`src/design/risc_pkg.sv`:
```
package risc_pkg;

  // datapath widths
  localparam int word_w    = 16;  // data and instruction word
  localparam int addr_w    = 9;   // 512-word memory, also pc width
  localparam int reg_idx_w = 3;   // r0..r7

  // instruction field positions, low bit of each field
  localparam int opcode_lsb = 13;  // [15:13]
  localparam int op_lsb     = 11;  // [12:11]
  localparam int rn_lsb     = 8;   // [10:8], also branch cond
  localparam int rd_lsb     = 5;   // [7:5]
  localparam int sh_lsb     = 3;   // [4:3]
  localparam int rm_lsb     = 0;   // [2:0]
  localparam int imm5_w     = 5;   // ldr/str offset
  localparam int imm8_w     = 8;   // mov imm and branch offset

  // instruction class in the top three bits
  typedef enum logic [2:0] {
    opc_branch = 3'b001,
    opc_ldr    = 3'b011,
    opc_str    = 3'b100,
    opc_alu    = 3'b101,
    opc_mov    = 3'b110,
    opc_halt   = 3'b111
  } opcode_e;

  typedef enum logic [1:0] {
    alu_add = 2'b00,
    alu_cmp = 2'b01,  // subtract, flags only
    alu_and = 2'b10,
    alu_mvn = 2'b11   // invert second operand
  } alu_op_e;

  // one-place shifts of the b operand
  typedef enum logic [1:0] {
    sh_none, sh_lsl, sh_lsr, sh_asr
  } shift_e;

  // branch condition sits in the rn field
  typedef enum logic [2:0] {
    cond_al, cond_eq, cond_ne, cond_lt, cond_le
  } cond_e;

  typedef enum logic [1:0] {
    mem_none, mem_read, mem_write
  } mem_cmd_e;

  typedef enum logic [1:0] {
    sel_rn, sel_rd, sel_rm
  } reg_sel_e;

  // register write-back source
  typedef enum logic [1:0] {
    wb_alu, wb_imm, wb_mem
  } wb_sel_e;

  typedef enum logic [4:0] {
    st_reset, st_if1, st_if2, st_update_pc, st_decode,
    st_write_imm, st_get_b, st_get_a, st_alu, st_write_reg,
    st_addr_a, st_addr_c, st_load_addr, st_mem_read, st_write_mem,
    st_str_get_b, st_str_c, st_mem_write, st_halt
  } state_e;

endpackage

```
`src/design/cpu_control.sv`:
```
`timescale 1ns/1ns

module cpu_control import risc_pkg::*; (
  input  logic       clk,
  input  logic       arst_n,
  input  opcode_e    opcode,   // from instruction register
  input  logic [1:0] op,
  output reg_sel_e   reg_sel,
  output logic       load_ir,
  output logic       reg_write,
  output wb_sel_e    wb_sel,
  output logic       load_a,
  output logic       load_b,
  output logic       load_c,
  output logic       load_flags,
  output logic       a_zero,
  output logic       b_imm,
  output logic       load_pc,
  output logic       reset_pc,
  output logic       load_addr,
  output logic       addr_sel,
  output mem_cmd_e   mem_cmd,
  output logic       halted
);

  state_e state, state_nxt;

  logic is_cmp;     // flags only, no write-back
  logic is_mov_imm;
  logic pass_b;     // mov reg and mvn ignore operand a

  // ir is stable for the whole instruction, so these act like state
  assign is_cmp     = (opcode == opc_alu) && (op == alu_cmp);
  assign is_mov_imm = (opcode == opc_mov) && (op == 2'b10);
  assign pass_b     = (opcode == opc_mov) || ((opcode == opc_alu) && (op == alu_mvn));

  always_ff @(posedge clk or negedge arst_n) begin
    if (!arst_n)
      state <= st_reset;
    else
      state <= state_nxt;
  end

  // next state
  always_comb begin
    state_nxt = state;
    case (state)
      st_reset:     state_nxt = st_if1;
      st_if1:       state_nxt = st_if2;
      st_if2:       state_nxt = st_update_pc;
      st_update_pc: state_nxt = (opcode == opc_branch) ? st_if1 : st_decode; // branch done here
      st_decode: begin
        case (opcode)
          opc_mov:          state_nxt = is_mov_imm ? st_write_imm : st_get_b;
          opc_alu:          state_nxt = st_get_b;
          opc_ldr, opc_str: state_nxt = st_addr_a;
          opc_halt:         state_nxt = st_halt;
          default:          state_nxt = st_if1;  // undefined class runs as nop
        endcase
      end
      st_write_imm: state_nxt = st_if1;
      st_get_b:     state_nxt = st_get_a;
      st_get_a:     state_nxt = st_alu;
      st_alu:       state_nxt = is_cmp ? st_if1 : st_write_reg;
      st_write_reg: state_nxt = st_if1;
      st_addr_a:    state_nxt = st_addr_c;
      st_addr_c:    state_nxt = st_load_addr;
      st_load_addr: state_nxt = (opcode == opc_ldr) ? st_mem_read : st_str_get_b;
      st_mem_read:  state_nxt = st_write_mem;
      st_write_mem: state_nxt = st_if1;
      st_str_get_b: state_nxt = st_str_c;
      st_str_c:     state_nxt = st_mem_write;
      st_mem_write: state_nxt = st_if1;
      st_halt:      state_nxt = st_halt;  // only reset leaves
      default:      state_nxt = st_reset;
    endcase
  end

  // outputs, decoded from the current state
  always_comb begin
    reg_sel    = sel_rn;
    wb_sel     = wb_alu;
    mem_cmd    = mem_none;
    load_ir    = 1'b0;
    reg_write  = 1'b0;
    load_a     = 1'b0;
    load_b     = 1'b0;
    load_c     = 1'b0;
    load_flags = 1'b0;
    a_zero     = 1'b0;
    b_imm      = 1'b0;
    load_pc    = 1'b0;
    reset_pc   = 1'b0;
    load_addr  = 1'b0;
    addr_sel   = 1'b0;
    halted     = 1'b0;
    case (state)
      st_reset: reset_pc = 1'b1;
      st_if1: begin
        mem_cmd  = mem_read;
        addr_sel = 1'b1;
      end
      st_if2: begin
        mem_cmd  = mem_read;  // word from if1 edge on rdata now
        addr_sel = 1'b1;
        load_ir  = 1'b1;
      end
      st_update_pc: load_pc = 1'b1;
      st_write_imm: begin
        reg_sel   = sel_rn;
        wb_sel    = wb_imm;
        reg_write = 1'b1;
      end
      st_get_b: begin
        reg_sel = sel_rm;
        load_b  = 1'b1;
      end
      st_get_a, st_addr_a: begin
        reg_sel = sel_rn;
        load_a  = 1'b1;
      end
      st_alu: begin
        load_c     = 1'b1;
        load_flags = is_cmp;
        a_zero     = pass_b;
      end
      st_write_reg: begin
        reg_sel   = sel_rd;
        reg_write = 1'b1;
      end
      st_addr_c: begin
        b_imm  = 1'b1;  // rn + sximm5
        load_c = 1'b1;
      end
      st_load_addr: load_addr = 1'b1;
      st_mem_read:  mem_cmd = mem_read;  // data address reg on the bus
      st_write_mem: begin
        reg_sel   = sel_rd;
        wb_sel    = wb_mem;
        reg_write = 1'b1;
      end
      st_str_get_b: begin
        reg_sel = sel_rd;  // store data comes from rd
        load_b  = 1'b1;
      end
      st_str_c: begin
        a_zero = 1'b1;
        load_c = 1'b1;
      end
      st_mem_write: mem_cmd = mem_write;
      st_halt:      halted = 1'b1;
      default: ;
    endcase
  end

endmodule

```
`src/design/instr_decoder.sv`:
```
`timescale 1ns/1ns

module instr_decoder import risc_pkg::*; (
  input  logic                 clk,
  input  logic                 load_ir,
  input  logic [word_w-1:0]    instr,      // memory read data
  input  reg_sel_e             reg_sel,
  output opcode_e              opcode,
  output logic [1:0]           op,
  output alu_op_e              alu_op,
  output shift_e               shift,
  output cond_e                cond,
  output logic                 is_branch,
  output logic [reg_idx_w-1:0] read_idx,
  output logic [reg_idx_w-1:0] write_idx,
  output logic [word_w-1:0]    sximm5,
  output logic [word_w-1:0]    sximm8
);

  logic [word_w-1:0]    ir;
  logic [reg_idx_w-1:0] reg_idx;
  logic                 is_mem;

  always_ff @(posedge clk) begin
    if (load_ir)
      ir <= instr;
  end

  assign opcode    = opcode_e'(ir[opcode_lsb +: 3]);
  assign op        = ir[op_lsb +: 2];
  assign cond      = cond_e'(ir[rn_lsb +: 3]);  // cond shares the rn bits
  assign is_branch = (opcode == opc_branch) && (op == 2'b00);
  assign is_mem    = (opcode == opc_ldr) || (opcode == opc_str);

  // mov and ldr/str always add, imm5 overlaps sh so no shift on memory ops
  assign alu_op = (opcode == opc_alu) ? alu_op_e'(op) : alu_add;
  assign shift  = is_mem ? sh_none : shift_e'(ir[sh_lsb +: 2]);

  assign sximm5 = {{(word_w-imm5_w){ir[imm5_w-1]}}, ir[imm5_w-1:0]};
  assign sximm8 = {{(word_w-imm8_w){ir[imm8_w-1]}}, ir[imm8_w-1:0]};

  always_comb begin
    case (reg_sel)
      sel_rd:  reg_idx = ir[rd_lsb +: reg_idx_w];
      sel_rm:  reg_idx = ir[rm_lsb +: reg_idx_w];
      default: reg_idx = ir[rn_lsb +: reg_idx_w];
    endcase
  end

  assign read_idx  = reg_idx;
  assign write_idx = reg_idx;  // one select drives both ports

endmodule

```
`src/design/reg_file.sv`:
```
`timescale 1ns/1ns

module reg_file import risc_pkg::*; (
  input  logic                 clk,
  input  logic                 reg_write,
  input  logic [reg_idx_w-1:0] write_idx,
  input  logic [reg_idx_w-1:0] read_idx,
  input  wb_sel_e              wb_sel,
  input  logic [word_w-1:0]    c_in,       // alu result, register c
  input  logic [word_w-1:0]    sximm8,
  input  logic [word_w-1:0]    mem_rdata,
  output logic [word_w-1:0]    read_data
);

  logic [word_w-1:0] regs [2**reg_idx_w];
  logic [word_w-1:0] wdata;

  // write-back source
  always_comb begin
    case (wb_sel)
      wb_imm:  wdata = sximm8;
      wb_mem:  wdata = mem_rdata;
      default: wdata = c_in;
    endcase
  end

  always_ff @(posedge clk) begin
    if (reg_write)
      regs[write_idx] <= wdata;
  end

  assign read_data = regs[read_idx];  // async read

endmodule

```
`src/design/exec_unit.sv`:
```
`timescale 1ns/1ns

module exec_unit import risc_pkg::*; (
  input  logic              clk,
  input  logic              arst_n,
  input  logic [word_w-1:0] read_data,
  input  logic              load_a,
  input  logic              load_b,
  input  logic              load_c,
  input  logic              load_flags,
  input  logic              a_zero,    // pass b straight to c
  input  logic              b_imm,     // use sximm5 as second operand
  input  shift_e            shift,
  input  alu_op_e           alu_op,
  input  logic [word_w-1:0] sximm5,
  output logic [word_w-1:0] c_out,
  output logic              n,
  output logic              v,
  output logic              z
);

  logic [word_w-1:0] a_reg, b_reg;
  logic [word_w-1:0] b_sh, a_op, b_op, result;
  logic              sub_ovf;

  always_ff @(posedge clk) begin
    if (load_a) a_reg <= read_data;
    if (load_b) b_reg <= read_data;
    if (load_c) c_out <= result;
  end

  always_comb begin
    case (shift)
      sh_lsl:  b_sh = {b_reg[word_w-2:0], 1'b0};
      sh_lsr:  b_sh = {1'b0, b_reg[word_w-1:1]};
      sh_asr:  b_sh = {b_reg[word_w-1], b_reg[word_w-1:1]};  // keep sign
      default: b_sh = b_reg;
    endcase
  end

  assign a_op = a_zero ? '0 : a_reg;
  assign b_op = b_imm ? sximm5 : b_sh;

  always_comb begin
    case (alu_op)
      alu_cmp: result = a_op - b_op;
      alu_and: result = a_op & b_op;
      alu_mvn: result = ~b_op;
      default: result = a_op + b_op;
    endcase
  end

  // signs of a and b differ and result sign differs from a
  assign sub_ovf = (a_op[word_w-1] != b_op[word_w-1]) && (result[word_w-1] != a_op[word_w-1]);

  always_ff @(posedge clk or negedge arst_n) begin
    if (!arst_n) begin
      {n, v, z} <= 3'b000;
    end else if (load_flags) begin
      n <= result[word_w-1];
      v <= sub_ovf;
      z <= (result == '0);
    end
  end

endmodule

```
`src/design/pc_unit.sv`:
```
`timescale 1ns/1ns

module pc_unit import risc_pkg::*; (
  input  logic              clk,
  input  logic              arst_n,
  input  logic              load_pc,
  input  logic              reset_pc,
  input  logic              is_branch,
  input  cond_e             cond,
  input  logic [word_w-1:0] sximm8,
  input  logic              n,
  input  logic              v,
  input  logic              z,
  input  logic              load_addr,
  input  logic              addr_sel,   // 1 for fetch
  input  logic [word_w-1:0] c_in,
  output logic [addr_w-1:0] pc,
  output logic [addr_w-1:0] mem_addr
);

  logic              taken;
  logic [addr_w-1:0] pc_inc, pc_nxt;
  logic [addr_w-1:0] data_addr;

  always_comb begin
    case (cond)
      cond_al: taken = 1'b1;
      cond_eq: taken = z;
      cond_ne: taken = !z;
      cond_lt: taken = (n != v);
      cond_le: taken = (n != v) || z;
      default: taken = 1'b0;  // unused codes fall through
    endcase
  end

  assign pc_inc = pc + 1'b1;
  assign pc_nxt = (is_branch && taken) ? pc_inc + sximm8[addr_w-1:0] : pc_inc;  // wraps at 512

  always_ff @(posedge clk or negedge arst_n) begin
    if (!arst_n)
      pc <= '0;
    else if (reset_pc)
      pc <= '0;
    else if (load_pc)
      pc <= pc_nxt;
  end

  always_ff @(posedge clk) begin
    if (load_addr)
      data_addr <= c_in[addr_w-1:0];  // low bits of rn + imm5
  end

  assign mem_addr = addr_sel ? pc : data_addr;

endmodule

```
`src/design/cpu_top.sv`:
```
`timescale 1ns/1ns

module cpu_top import risc_pkg::*; (
  input  logic              clk,
  input  logic              arst_n,
  input  logic [word_w-1:0] mem_rdata,
  output mem_cmd_e          mem_cmd,
  output logic [addr_w-1:0] mem_addr,
  output logic [word_w-1:0] mem_wdata,  // register c, also write-back and address source
  output logic              n,
  output logic              v,
  output logic              z,
  output logic [addr_w-1:0] pc,
  output logic              halted
);

  // controller strobes
  reg_sel_e reg_sel;
  wb_sel_e  wb_sel;
  logic     load_ir, reg_write;
  logic     load_a, load_b, load_c, load_flags, a_zero, b_imm;
  logic     load_pc, reset_pc, load_addr, addr_sel;

  // decoded fields
  opcode_e               opcode;
  logic [1:0]            op;
  alu_op_e               alu_op;
  shift_e                shift;
  cond_e                 cond;
  logic                  is_branch;
  logic [reg_idx_w-1:0]  read_idx, write_idx;
  logic [word_w-1:0]     sximm5, sximm8;

  logic [word_w-1:0]     read_data;  // register file to exec unit

  cpu_control control_i (
    .clk(clk), .arst_n(arst_n), .opcode(opcode), .op(op),
    .reg_sel(reg_sel), .load_ir(load_ir), .reg_write(reg_write), .wb_sel(wb_sel),
    .load_a(load_a), .load_b(load_b), .load_c(load_c), .load_flags(load_flags),
    .a_zero(a_zero), .b_imm(b_imm), .load_pc(load_pc), .reset_pc(reset_pc),
    .load_addr(load_addr), .addr_sel(addr_sel), .mem_cmd(mem_cmd), .halted(halted)
  );

  instr_decoder decoder_i (
    .clk(clk), .load_ir(load_ir), .instr(mem_rdata), .reg_sel(reg_sel),
    .opcode(opcode), .op(op), .alu_op(alu_op), .shift(shift), .cond(cond),
    .is_branch(is_branch), .read_idx(read_idx), .write_idx(write_idx),
    .sximm5(sximm5), .sximm8(sximm8)
  );

  reg_file reg_file_i (
    .clk(clk), .reg_write(reg_write), .write_idx(write_idx), .read_idx(read_idx),
    .wb_sel(wb_sel), .c_in(mem_wdata), .sximm8(sximm8), .mem_rdata(mem_rdata),
    .read_data(read_data)
  );

  exec_unit exec_i (
    .clk(clk), .arst_n(arst_n), .read_data(read_data), .load_a(load_a),
    .load_b(load_b), .load_c(load_c), .load_flags(load_flags), .a_zero(a_zero),
    .b_imm(b_imm), .shift(shift), .alu_op(alu_op), .sximm5(sximm5),
    .c_out(mem_wdata), .n(n), .v(v), .z(z)
  );

  pc_unit pc_i (
    .clk(clk), .arst_n(arst_n), .load_pc(load_pc), .reset_pc(reset_pc),
    .is_branch(is_branch), .cond(cond), .sximm8(sximm8), .n(n), .v(v), .z(z),
    .load_addr(load_addr), .addr_sel(addr_sel), .c_in(mem_wdata), .pc(pc),
    .mem_addr(mem_addr)
  );

endmodule

```
`config.mk`:
```
export PLATFORM = sky130hd
export DESIGN_NAME = cpu_top
export DESIGN_NICKNAME = d
export VERILOG_FILES = /design/src/design/risc_pkg.sv /design/src/design/cpu_control.sv /design/src/design/instr_decoder.sv /design/src/design/reg_file.sv /design/src/design/exec_unit.sv /design/src/design/pc_unit.sv /design/src/design/cpu_top.sv
export SDC_FILE = /design/constraint.sdc
export NUM_CORES = 1
export LEC_CHECK = 0
export BUFFER_PORTS_ARGS = -buffer_cell sky130_fd_sc_hd__buf_2
export CAP_MARGIN = 20
export CORE_ASPECT_RATIO = 1.4
export CORE_MARGIN = 2
export CORE_UTILIZATION = 23
export DETAILED_ROUTE_END_ITERATION = 10
export PLACE_DENSITY = 0.4
export SYNTH_ARGS = -nofsm -noshare
export SYNTH_HDL_FRONTEND = slang
export SYNTH_SLANG_ARGS = --single-unit
```
`constraint.sdc`:
```
create_clock -name clk -period 12.3 [get_ports clk]
set_input_delay 1.845 -clock clk [delete_from_list [all_inputs] [get_ports clk]]
set_output_delay 1.845 -clock clk [all_outputs]
set_load 0.02 [all_outputs]
```
### Word-level counts from Yosys, hierarchy flattened

Memory sizes are Yosys's and may differ from the RTL's.
Index checks and enable logic that the tools add are counted.

* input port bits: 18
* memories: 1
* bits in writable memories: 128
* word-level logic and storage cells: 122
* register bits after elaboration: 90

Memories
* reg_file_i.regs: depth 8, bits a word 16, rd ports 1, clocked after Yosys merged registers in 0, write ports 1, line reg_file.sv:15 `logic [word_w-1:0] regs [2**reg_idx_w];`

* equality and inequality tests: 44
* multiplexer cells: 37
* add/subtract/negate cells: 4
* bitwise operators: 2
* reductions and logical operators: 24

Operators with widths (count)
* 16-bit one-hot mux with 3 select lines: 2
* 5-bit one-hot mux with 15 select lines: 1
* 5-bit by 4-bit == test with 1-bit output, second input constant: 8
* 9-bit 2-to-1 mux: 4
* 16-bit 2-to-1 mux: 2
* 16-bit one-hot mux with 2 select lines: 1
* 5-bit by 3-bit == test with 1-bit output, second input constant: 4
* 5-bit one-hot mux with 4 select lines: 1
* 16-bit adder: 1
* 16-bit AND: 1
* 2-bit == test, second input constant: 8
* 16-bit logical NOT: 1
* 16-bit inverter: 1
* 16-bit subtractor: 1
* 3-bit == test, second input constant: 5
* 5-bit == test, second input constant: 3
* 1-bit 2-to-1 mux: 14
* 2-bit one-hot mux with 2 select lines: 3
* 3-bit OR reduction: 4
* 2-bit by 1-bit == test with 1-bit output, second input constant: 5
* 5-bit by 2-bit == test with 1-bit output, second input constant: 2
* 9-bit by 1-bit adder with 9-bit output, second input constant: 1
* 9-bit adder: 1
* 3-bit by 2-bit == test with 1-bit output, second input constant: 3
* 18 further kinds: 34

### Depth between registers and ports, before layout

Gate-level depths: netlist (run 1).

* word-level depth: 10
* gate-level depth with buffers: 22
* mapped depth without buffers: 19

### By module

A second synthesis (run 1) with hierarchy kept.

* cells, all modules: 973
* area total of the unflattened synthesis: 12233.0 µm²

Modules (own cells, without submodules)
* reg_file: area each 5292.6 µm², cells each 257, times used 1, seq. area each 3843.7 µm²
* exec_unit: area each 3990.1 µm², cells each 412, times used 1, seq. area each 1516.5 µm²
* pc_unit: area each 1453.9 µm², cells each 144, times used 1, seq. area each 495.5 µm²
* instr_decoder: area each 833.3 µm², cells each 64, times used 1, seq. area each 480.5 µm²
* cpu_control: area each 663.1 µm², cells each 96, times used 1, seq. area each 125.1 µm²

### Least setup slack after synthesis (run 1)

No wires, ideal clock.

* path kind: register to register
* from: register decoder_i.ir[14]
* to: register exec_i.z
* data required time: 12170 ps
* library setup time: 130 ps
* stages on the path, launching flop included: 20
* path slack: 7713 ps
* buffers on the path: 1
* data arrival time: 4457 ps
* path through: edfxtp_1 buf_6 or3b_4 and3_4 and2_4 a221o_1 nor4_2 and2_1 nand2_1 o21ai_0 xnor2_1 ha_1 a21oi_1 nor2b_1 or4_1 o21ai_0 xnor2_1 or3b_4 a41oi_2 o31ai_2

* word-level cells in the longest chain between the ends: 9
* elaborated cells on any way between the ends: 27
* those cells by class: 2 x add/sub; 10 x eq/ne; 8 x mux; 2 x bitwise; 5 x reduce/logical

RTL lines
* start, declared: line instr_decoder.sv:20 `logic [word_w-1:0] ir;`
* start signal, assigned: line instr_decoder.sv:26 `ir <= instr;`
* 3-bit by 2-bit == test with 1-bit output or 3-bit == test (tied branches): line instr_decoder.sv:33 `assign is_mem = (opcode == opc_ldr) || (opcode == opc_str);`
* 1-bit logical OR: line instr_decoder.sv:33
* 2-bit 2-to-1 mux: line instr_decoder.sv:37 `assign shift = is_mem ? sh_none : shift_e'(ir[sh_lsb +: 2]);`
* 2-bit == test or 2-bit by 1-bit == test with 1-bit output (tied branches): line exec_unit.sv:33 `case (shift)`
* 16-bit one-hot mux with 3 select lines: line exec_unit.sv:33
* 16-bit 2-to-1 mux: line exec_unit.sv:42 `assign b_op = b_imm ? sximm5 : b_sh;`
* 16-bit adder, or another cell as far along: line exec_unit.sv:49 `default: result = a_op + b_op;`
* 16-bit one-hot mux with 3 select lines: line exec_unit.sv:45 `case (alu_op)`
* 16-bit logical NOT: line exec_unit.sv:62 `z <= (result == '0);`
* end signal, assigned: line exec_unit.sv:62
* end, declared: line exec_unit.sv:19 `output logic z`

Several ways; a longest one is shown, not always the timed one.
A chain may end at the register's enable or synchronous reset.

### Final worst setup path (run 1)

* from: register control_i.state[3]
* to: register exec_i.z

* word-level cells in the longest chain between the ends: 6
* elaborated cells on any way between the ends: 14
* those cells by class: 2 x add/sub; 3 x eq/ne; 6 x mux; 2 x bitwise; 1 x reduce/logical

RTL lines
* start, declared: line cpu_control.sv:26 `state_e state, state_nxt;`
* start signal, assigned: line cpu_control.sv:39 `state <= st_reset;`
* start signal, assigned: line cpu_control.sv:41 `state <= state_nxt;`
* 5-bit == test or 5-bit by 4-bit == test with 1-bit output (tied branches): line cpu_control.sv:97 `case (state)`
* 1-bit one-hot mux with 2 select lines or 1-bit 2-to-1 mux (tied branches): line cpu_control.sv:97
* 16-bit 2-to-1 mux, on equally long branches: line exec_unit.sv:41, exec_unit.sv:42
* 16-bit adder, or another cell as far along: line exec_unit.sv:49
* 16-bit one-hot mux with 3 select lines: line exec_unit.sv:45
* 16-bit logical NOT: line exec_unit.sv:62

Several ways; a longest one is shown, not always the timed one.

==> run summary, run 1 <==
status: finished, final reports clean
n_diodes: 0
clock slew at reported path FFs: 0.07 ns
critical path's slowest cell: dfrtp_1
Sink Count: 218
Starting DRT DRC Count: 676
CTS tree: built
fin nets: 1037
routed vias/inst: 4.86
routed wire length: 37.4 mm
Worst Setup End Kind: flip-flop
Mapped Nets: 983
Final WS setup: 5.96 ns
critical path required time: 12.69 ns
hold buffers post-CTS: 0
worst skew pair latency: 0.55 ns
Setup Fix Bufs, Post-CTS: 0
EDFF count, synth: 201
max FFs per register: 128
Post-Syn Area: 0.0115 sq mm
max cap viols: 0
total power draw: 3.76 mW
All-Layer GR Usage: 14.4%
Final TNS setup: 0 ns
number of global-route vias before repair: 8196
DR WL met2: 19.2 mm
die height: 269 microns
post-layout minimum cycle time: 6.34 ns
worst stage delay on the critical path: 0.66 ns
Vias: 7983
VDD IR max: 0.000117 V
post_cts resized: 0
Fin. Hold Viols: 0
CTS buffer count: 24
period utilization: 51.6%
Core Box Area: 0.0498 sq mm
Buf+Inv Stages, Crit Path: 1
Max Clock Freq: 158 MHz
largest register by flop count: reg_file_i.regs
Startpoint Class: flip-flop
ys async rst share: 7.80%
Finish-stage setup viols: 0
Die W: 193 microns
RSZ-0062 raised after global routing: no
clock root buffer: clkbuf_16
CTS max path bufs: 3
Worst Hold Class: reg2reg
Post-DRT Antenna Nets: 0
first-pass GRT wire length: 54.7 mm
Seq cells post-synth: 218
Layout area overhead: 16.2%
Synth Warn #: 0
# IOs: 58
DRC viols: 0
Primary FF master, synth: edfxtp_1
largest net degree at the start of global routing: 40
row cnt: 97
family with the most delay on the worst path: simple AND/OR/NAND/NOR gates
H-tree level count: 1
Setup Skew: 0.0379 ns
CP Max Fanout: 16
drt pass-1 iters: 5
Max Slew Vio Count: 0
M1 wire length: 15.2 mm
post-synthesis cell type count: 82
sequential area share after synthesis: 56.1%
highest routed layer: met4
critical path, cell by cell: nor2b_1, nand2_1, and2_4, a221o_1, nor4_2, and2_1, a21oi_1, xnor2_1, ha_1, inv_1, a2111oi_0, nor2_1, a21oi_1, o21ai_0, xnor2_1, or3b_4, a41oi_2, o31ai_2
WP data arrival: 6.74 ns
Final Wtd Congestion: 0.878
slew at the pin closest to its max-slew limit: 1.07 ns
initial antenna violation count: 0
grt ovf: 0
pre-CTS setup slack: 6.09 ns
die area: 0.0519 sq mm
Slew Limit Headroom: 27.9%
drt wl/cell: 22.8 microns
utilization after layout: 26.9%
Mean Syn Cell Area: 12.4 sq um
met3 routed WL: 1.31 mm
CP Class: reg2reg
leakage: 4.67 nW
share of layout cells above drive strength 1: 20.2%
pwr dens: 281 mW/mm^2
Mapped Cells: 932
hpwl dp: 27.6 mm
Starting Density: 23.2%
# port buffers: 57
==> report_power, final <==
part	switching (mW)	internal [mW]	leakage (nW)	total, mW
registers	0.140	1.06	2.05	1.20
clock network	0.302	0.402	0.364	0.704
logic	1.17	0.688	2.26	1.86
total	1.61	2.15	4.67	3.76
==> cell families (layout without fill, tap and decap cells) <==
kind of cell,after synthesis,count (layout),synth area share [%]
adder cells (fa/ha/maj),33,33,3.71
AO/OA/AOI/OAI,226,226,12.9
multiplexers,64,64,9.32
XOR/XNOR,40,40,3.04
buffers and inverters,81,150,2.80
flip-flops,218,218,56.1
AND/OR/NAND/NOR,270,270,12.1
==> stage by stage <==
step,instances,cell area (sq um),hold WS [ns]
floorplan,932,11500,0.610
global placement,1603,12600,0.504
detailed placement,1603,12600,0.503
CTS,1644,13400,0.519
global route,1644,13400,0.539
finish,1644,13400,0.525
==> layer usage <==
| metal | global-route usage [%] | vias to the layer above |
|---|---|---|
| li1 | - | 3720 |
| met1 | 16.9 | 3998 |
| met2 | 26.0 | 199 |
| met3 | 1.77 | 66 |
| met4 | 6.65 | 0 |
| met5 | 0 | - |
==> path summary, 6_finish.rpt <==
| path | start | slack [ns] | end | cells after the start |
|---|---|---|---|---|
| hold reg to reg | exec_i.c_out[2] | 0.52 | pc_i.data_addr[2] | 0 |
| hold / removal | exec_i.c_out[2] | 0.52 | pc_i.data_addr[2] | 0 |
| setup / recovery | control_i.state[3] | 5.96 | exec_i.z | 18 |
| min in group asynchronous | arst_n | 1.27 | pc_i.pc[7] | 1 |
| setup reg to reg | control_i.state[3] | 5.96 | exec_i.z | 18 |
| max in group asynchronous | arst_n | 10.63 | exec_i.z | 1 |
==> final cells by class <==
type	count	area, sq um
inverter	34	128
sequential	218	6460
multi-input combinational	633	4810
clock inverter	14	148
tap	643	805
clock buffer	27	612
timing repair buffer	75	420
fill	5189	36400
==> layout by cell type, fill, tap and decap left out, types with 7 or more instances in the layout <==
cell	n
a21o_1	9
a21oi_1	62
a22oi_1	15
a31oi_1	8
and3_1	26
buf_2	57
buf_4	18
clkbuf_16	24
dfrtp_1	17
edfxtp_1	201
ha_1	31
inv_1	32
mux2_2	26
mux4_2	32
nand2_1	77
nand2b_1	7
nand3_1	21
nor2_1	50
nor2b_1	11
nor3_1	16
nor4_1	7
o21a_1	7
o21ai_0	49
xnor2_1	29
xor2_1	11
==> Yosys cell counts, drive strengths merged (8+ instances only) <==
master	instances	area (sq um)
nor3b	8	65.1
nor2b	11	68.8
o21ai	50	254
a21oi	65	325
dfrtp	17	425
buf	13	66.3
a21o	9	67.6
nand2	77	289
a22oi	15	113
clkbuf	34	129
xnor2	29	254
nor2	53	199
xor2	11	96.3
nand3	21	105
mux2	26	293
mux4	32	721
edfxtp	201	6040
nor4	9	68.8
ha	31	388
inv	32	120
nor3	19	95.1
and3	27	174
a31oi	8	50.1
Note: power is estimated with default switching activity, not from simulation.
==> inputs of run 2 (changes only) <==
==> constraint.sdc (replaced) <==
create_clock -name clk -period 5.85 [get_ports clk]
set_input_delay 0.8775 -clock clk [delete_from_list [all_inputs] [get_ports clk]]
set_output_delay 0.8775 -clock clk [all_outputs]
set_load 0.02 [all_outputs]
==> run summary, run 2 (synthesized netlist as in run 1, its figures left out) <==
largest net degree at the start of global routing: 25
Worst Hold Slack: 0.282 ns
period utilization: 91.8%
CTS buffer count: 24
Net Sw Power: 3.42 mW
critical path startpoint: decoder_i.ir[13]
Reg power frac: 30.7%
# IOs: 58
max FFs per register: 128
Core Box Area: 0.0498 sq mm
worst stage delay on the critical path: 0.55 ns
share of layout cells above drive strength 1: 22.6%
R2R Setup Slk: 0.48 ns
Slew Limit Headroom: 26.2%
Die W: 193 microns
met2 usage: 26.9%
commonest non-fill, non-tap cell in the layout: edfxtp_1
pre-CTS setup slack: 0.341 ns
pwr dens: 589 mW/mm^2
die area: 0.0519 sq mm
die height: 269 microns
design area: 0.0136 sq mm
WP data arrival: 5.81 ns
sw frac: 42.5%
CTS max path bufs: 3
placed cell area: 0.0128 sq mm
Setup Skew: 0.0363 ns
first-pass GRT wire length: 55.4 mm
number of global-route vias before repair: 8279
worst r2r src: decoder_i.ir[13]
post-layout minimum cycle time: 5.37 ns
initial antenna violation count: 0
total power draw: 8.04 mW
drt wl/cell: 22.5 microns
most used routing layer in global routing: met2
Final Wtd Congestion: 0.908
Worst Hold Class: in2async
# port buffers: 57
most frequent cells in the layout: edfxtp_1 (201), nand2_1 (77), a21oi_1 (62), buf_2 (57), buf_4 (51)
Startpoint Class: flip-flop
Max Slew Vio Count: 0
Int Power: 4.62 mW
Vias: 8211
clock root buffer: clkbuf_16
Post-DRT Antenna Nets: 0
critical path required time: 6.29 ns
row cnt: 97
DRC viols: 0
M3 GR Usage: 1.65%
Finish-stage setup viols: 0
status: finished, final reports clean
routed wire length: 37.8 mm
fin nets: 1070
Final TNS setup: 0 ns
Gate power share: 50.8%
H-tree level count: 1
slew at the pin closest to its max-slew limit: 1.09 ns
largest register by flop count: reg_file_i.regs
critical path's slowest cell: edfxtp_1
Layout area overhead: 18.4%
RSZ-0062 raised after global routing: no
CP Max Fanout: 12
reg2reg end: exec_i.z
met1 usage: 17.1%
critical path, cell by cell: or3b_4, and3_4, and2_4, a221o_1, nor4_2, and2_1, a21oi_1, xnor2_1, ha_1, nor4_1, a21oi_1, xor2_1, a32oi_1, or3b_1, nor4_1, nand4b_1, o31ai_2
n_diodes: 0
leakage: 4.83 nW
drt pass-1 iters: 4
worst skew pair latency: 0.56 ns
FF-to-FF path depth: 17
max cap viols: 0
All-Layer GR Usage: 14.6%
CTS tree: built
Starting DRT DRC Count: 625
VDD IR max: 0.000217 V
clock slew at reported path FFs: 0.07 ns
hpwl dp: 28.3 mm
Max Clock Freq: 186 MHz
routed vias/inst: 4.89
Fin. Hold Viols: 0
Final WS setup: 0.481 ns
Starting Density: 23.2%
Clock power frac: 18.5%
CP Capture Point: exec_i.z
Worst Setup End Kind: flip-flop
Sink Count: 218
CP Class: reg2reg
grt ovf: 0
-- run 2: cell types whose count changed in the layout (fill, tap and decap cells not counted), sizes merged --
cell,before,now
buf,75,108
inv,33,32
clkinvlp,2,3
clkbuf,27,30
-- run 2: worst min-delay path by stage --
| stage | depth (start not counted) | from | to | slack (ns) |
|---|---|---|---|---|
| 2_1_floorplan | 0 | arst_n | control_i.state[0] | 0.58 |
| 3_3_place_gp | 0 | exec_i.c_out[6] | pc_i.data_addr[6] | 0.51 |
| 3_5_place_dp | 0 | exec_i.c_out[6] | pc_i.data_addr[6] | 0.50 |
| 4_1_cts | 1 | arst_n | pc_i.pc[6] | 0.28 |
| 5_1_grt | 1 | arst_n | pc_i.pc[6] | 0.30 |
| 6_report | 1 | arst_n | pc_i.pc[6] | 0.28 |
-- run 2: power groups by stage --
stage,registers [mW],clock network (mW),logic (mW)
final,2.47,1.49,4.08
after global routing,2.50,1.59,4.42
after CTS,2.48,1.54,4.08
after detailed placement,2.51,0,4.06
after global placement,2.51,0,4.07
after floorplan,2.41,0,2.68
-- run 2: timing repair --
item                                    in CTS  in global routing
gates resized for setup                      0                  2
buffers inserted                             0                 11
endpoints found under the setup margin       0                  2
hold buffers                                 0                  0
hold endpoints to repair                     0                  0
-- run 2: metrics by stage --
stage                     cells  utilization [%]
after floorplan             932                -
after global placement     1625             25.7
after detailed placement   1625             25.7
after CTS                  1669             27.2
after global routing       1680             27.4
final                      1680             27.4
-- run 2: layout make-up --
cell class              instances  area (sq um)
well taps                     643           805
multi-input cells             633          4820
flip-flops and latches        218          6460
repair buffers                108           668
fillers                      5116         36100
clock inverters                14           141
inverters                      34           128
clock buffers                  30           623
-- run 2: worst max-delay path, delay by kind of cell, from the launching register on --
family,cells,cell delay (ns)
XOR/XNOR,2,0.32
flip-flops,1,0.55
AO/OA/AOI/OAI,5,1.20
AND/OR/NAND/NOR,9,2.91
adder cells (fa/ha/maj),1,0.27
-- run 2: metal layers --
layer,vias up,part of all wire [%]
met4,0,3.9
met3,58,3.2
met1,4198,40
met2,180,53
li1,3775,-
met5,-,0
==> inputs of run 3 (changes only) <==
--- a/config.mk
+++ b/config.mk
@@ -11,7 +11,8 @@
 export CORE_MARGIN = 2
 export CORE_UTILIZATION = 23
 export DETAILED_ROUTE_END_ITERATION = 10
-export PLACE_DENSITY = 0.4
+export HOLD_SLACK_MARGIN = 0.15
+export PLACE_DENSITY = 0.41
 export SYNTH_ARGS = -nofsm -noshare
 export SYNTH_HDL_FRONTEND = slang
 export SYNTH_SLANG_ARGS = --single-unit
==> constraint.sdc (replaced) <==
create_clock -name clk -period 4.5 [get_ports clk]
set_input_delay 0.675 -clock clk [delete_from_list [all_inputs] [get_ports clk]]
set_output_delay 0.675 -clock clk [all_outputs]
set_load 0.02 [all_outputs]
==> run summary, run 3 (synthesized netlist as in run 1, its figures left out) <==
# port buffers: 57
Worst Setup End Kind: flip-flop
post-layout minimum cycle time: 4.59 ns
most frequent cells in the layout: edfxtp_1 (201), buf_4 (151), nand2_1 (76), buf_2 (57), a21oi_1 (54)
Setup Skew: 0.0108 ns
DRC viols: 0
clock slew at reported path FFs: 0.07 ns
Starting Density: 23.2%
Post-DRT Antenna Nets: 0
Vias: 8514
initial antenna violation count: 0
critical path's slowest cell: edfxtp_1
die height: 269 microns
critical path required time: 4.89 ns
slew at the pin closest to its max-slew limit: 1.02 ns
family with the most delay on the worst path: simple AND/OR/NAND/NOR gates
Finish-stage setup viols: 1
fillcell total: 5153
Die W: 193 microns
Final WS setup: -0.0853 ns
status: finished, violations left
Final Wtd Congestion: 0.853
WP data arrival: 4.98 ns
CTS buffer count: 23
n_diodes: 0
Slew Limit Headroom: 31.2%
largest net degree at the start of global routing: 25
# IOs: 58
first-pass GRT wire length: 57.4 mm
critical path, cell by cell: or3b_4, and3_4, and2_4, buf_4, a221o_1, nor4_4, a31o_2, o21a_1, xnor2_1, ha_1, nor2b_2, or4_4, o21ai_4, xnor2_2, or3b_4, a41oi_2, o31ai_2
Multi-input gate area: 0.00500 sq mm
CP most frequent cell: or3b_4
routed vias/inst: 4.78
period utilization: 102%
hpwl dp: 29.7 mm
VDD IR max: 0.000306 V
Sink Count: 218
H-tree level count: 1
clock root buffer: clkbuf_16
pwr dens: 804 mW/mm^2
share of layout cells above drive strength 1: 32.6%
worst skew pair latency: 0.52 ns
drt wl/cell: 21.8 microns
Layout area overhead: 26.6%
total power draw: 11.7 mW
row cnt: 97
CP Max Fanout: 5
All-Layer GR Usage: 15.1%
CTS max path bufs: 3
grt ovf: 0
Core Box Area: 0.0498 sq mm
CTS tree: built
leakage: 5.37 nW
drt pass-1 iters: 5
routed wire length: 38.9 mm
Final TNS setup: -0.0853 ns
max FFs per register: 128
number of global-route vias before repair: 8807
die area: 0.0519 sq mm
CP Class: reg2reg
Buf+Inv Stages, Crit Path: 1
Fin. Hold Viols: 0
RSZ-0062 raised after global routing: yes
register area: 0.00646 sq mm
largest register by flop count: reg_file_i.regs
Max Clock Freq: 218 MHz
max cap viols: 0
Starting DRT DRC Count: 424
Worst Hold Class: in2reg
commonest non-fill, non-tap cell in the layout: edfxtp_1
Max Slew Vio Count: 0
failing checks: negative setup slack
worst stage delay on the critical path: 0.44 ns
Startpoint Class: flip-flop
fin nets: 1174
Worst Hold Slack: 0.356 ns
==> run 3: cell types whose count changed in the layout (fill, tap and decap cells not counted), moves of 3 or more <==
cell / change
a21oi_1: -8
clkinv_2: +3
buf_4: +100
clkbuf_1: -3
o21ai_0: -6
a21oi_2: +7
o21ai_2: +4
==> run 3: through the flow <==
step | util (%) | area (sq um) | std cells | setup slack [ns]
after detailed placement | 27.3 | 13600 | 1730 | -0.372
final | 29.3 | 14600 | 1782 | -0.0853
after floorplan | - | 11500 | 932 | -0.00999
after global placement | 27.3 | 13600 | 1730 | -0.362
after global routing | 29.3 | 14600 | 1782 | -0.221
after CTS | 28.9 | 14400 | 1775 | -0.0363
==> run 3: routing by layer <==
metal / vias up / share of wire, % / GRT usage (%)
met1: 4291 / 39 / 17.5
met4: 0 / 4.7 / 6.57
met3: 70 / 3.0 / 1.47
li1: 3976 / - / -
met5: - / 0 / 0
met2: 177 / 53 / 27.7
==> run 3: worst paths after layout <==
check                                    endpoint             start  cells past startpoint  slack (ns)
worst min register to register  pc_i.data_addr[5]   exec_i.c_out[5]                      0        0.53
worst min-delay path              decoder_i.ir[2]      mem_rdata[2]                      1        0.36
worst max register to register           exec_i.z  decoder_i.ir[14]                     17       -0.09
min in group asynchronous              pc_i.pc[6]            arst_n                      2        0.68
worst max-delay path                     exec_i.z  decoder_i.ir[14]                     17       -0.09
max in group asynchronous                exec_i.n            arst_n                      2        3.44
==> run 3: area by class of cell <==
type | count | share of cell area [%]
clock buffers | 26 | 4.02
repair buffers | 213 | 10.2
flip-flops and latches | 218 | 44.3
clock inverters | 15 | 0.875
well taps | 643 | 5.52
multi-input cells | 633 | 34.3
inverters | 34 | 0.875
==> run 3: repair_timing <==
action                                 CTS  global route
setup endpoints to repair                4             5
gates resized for setup                 17            28
gates cloned                             0             0
hold buffers                             1             0
pin swaps                                9            13
endpoints found under the hold margin   14             0
buffers inserted                         3             5
==> run 3: power breakdown <==
part	leakage [nW]	internal (mW)	total, mW	switching [mW]
clock	0.347	1.05	1.84	0.790
combinational	2.98	2.91	6.74	3.82
sequential	2.05	2.90	3.15	0.250
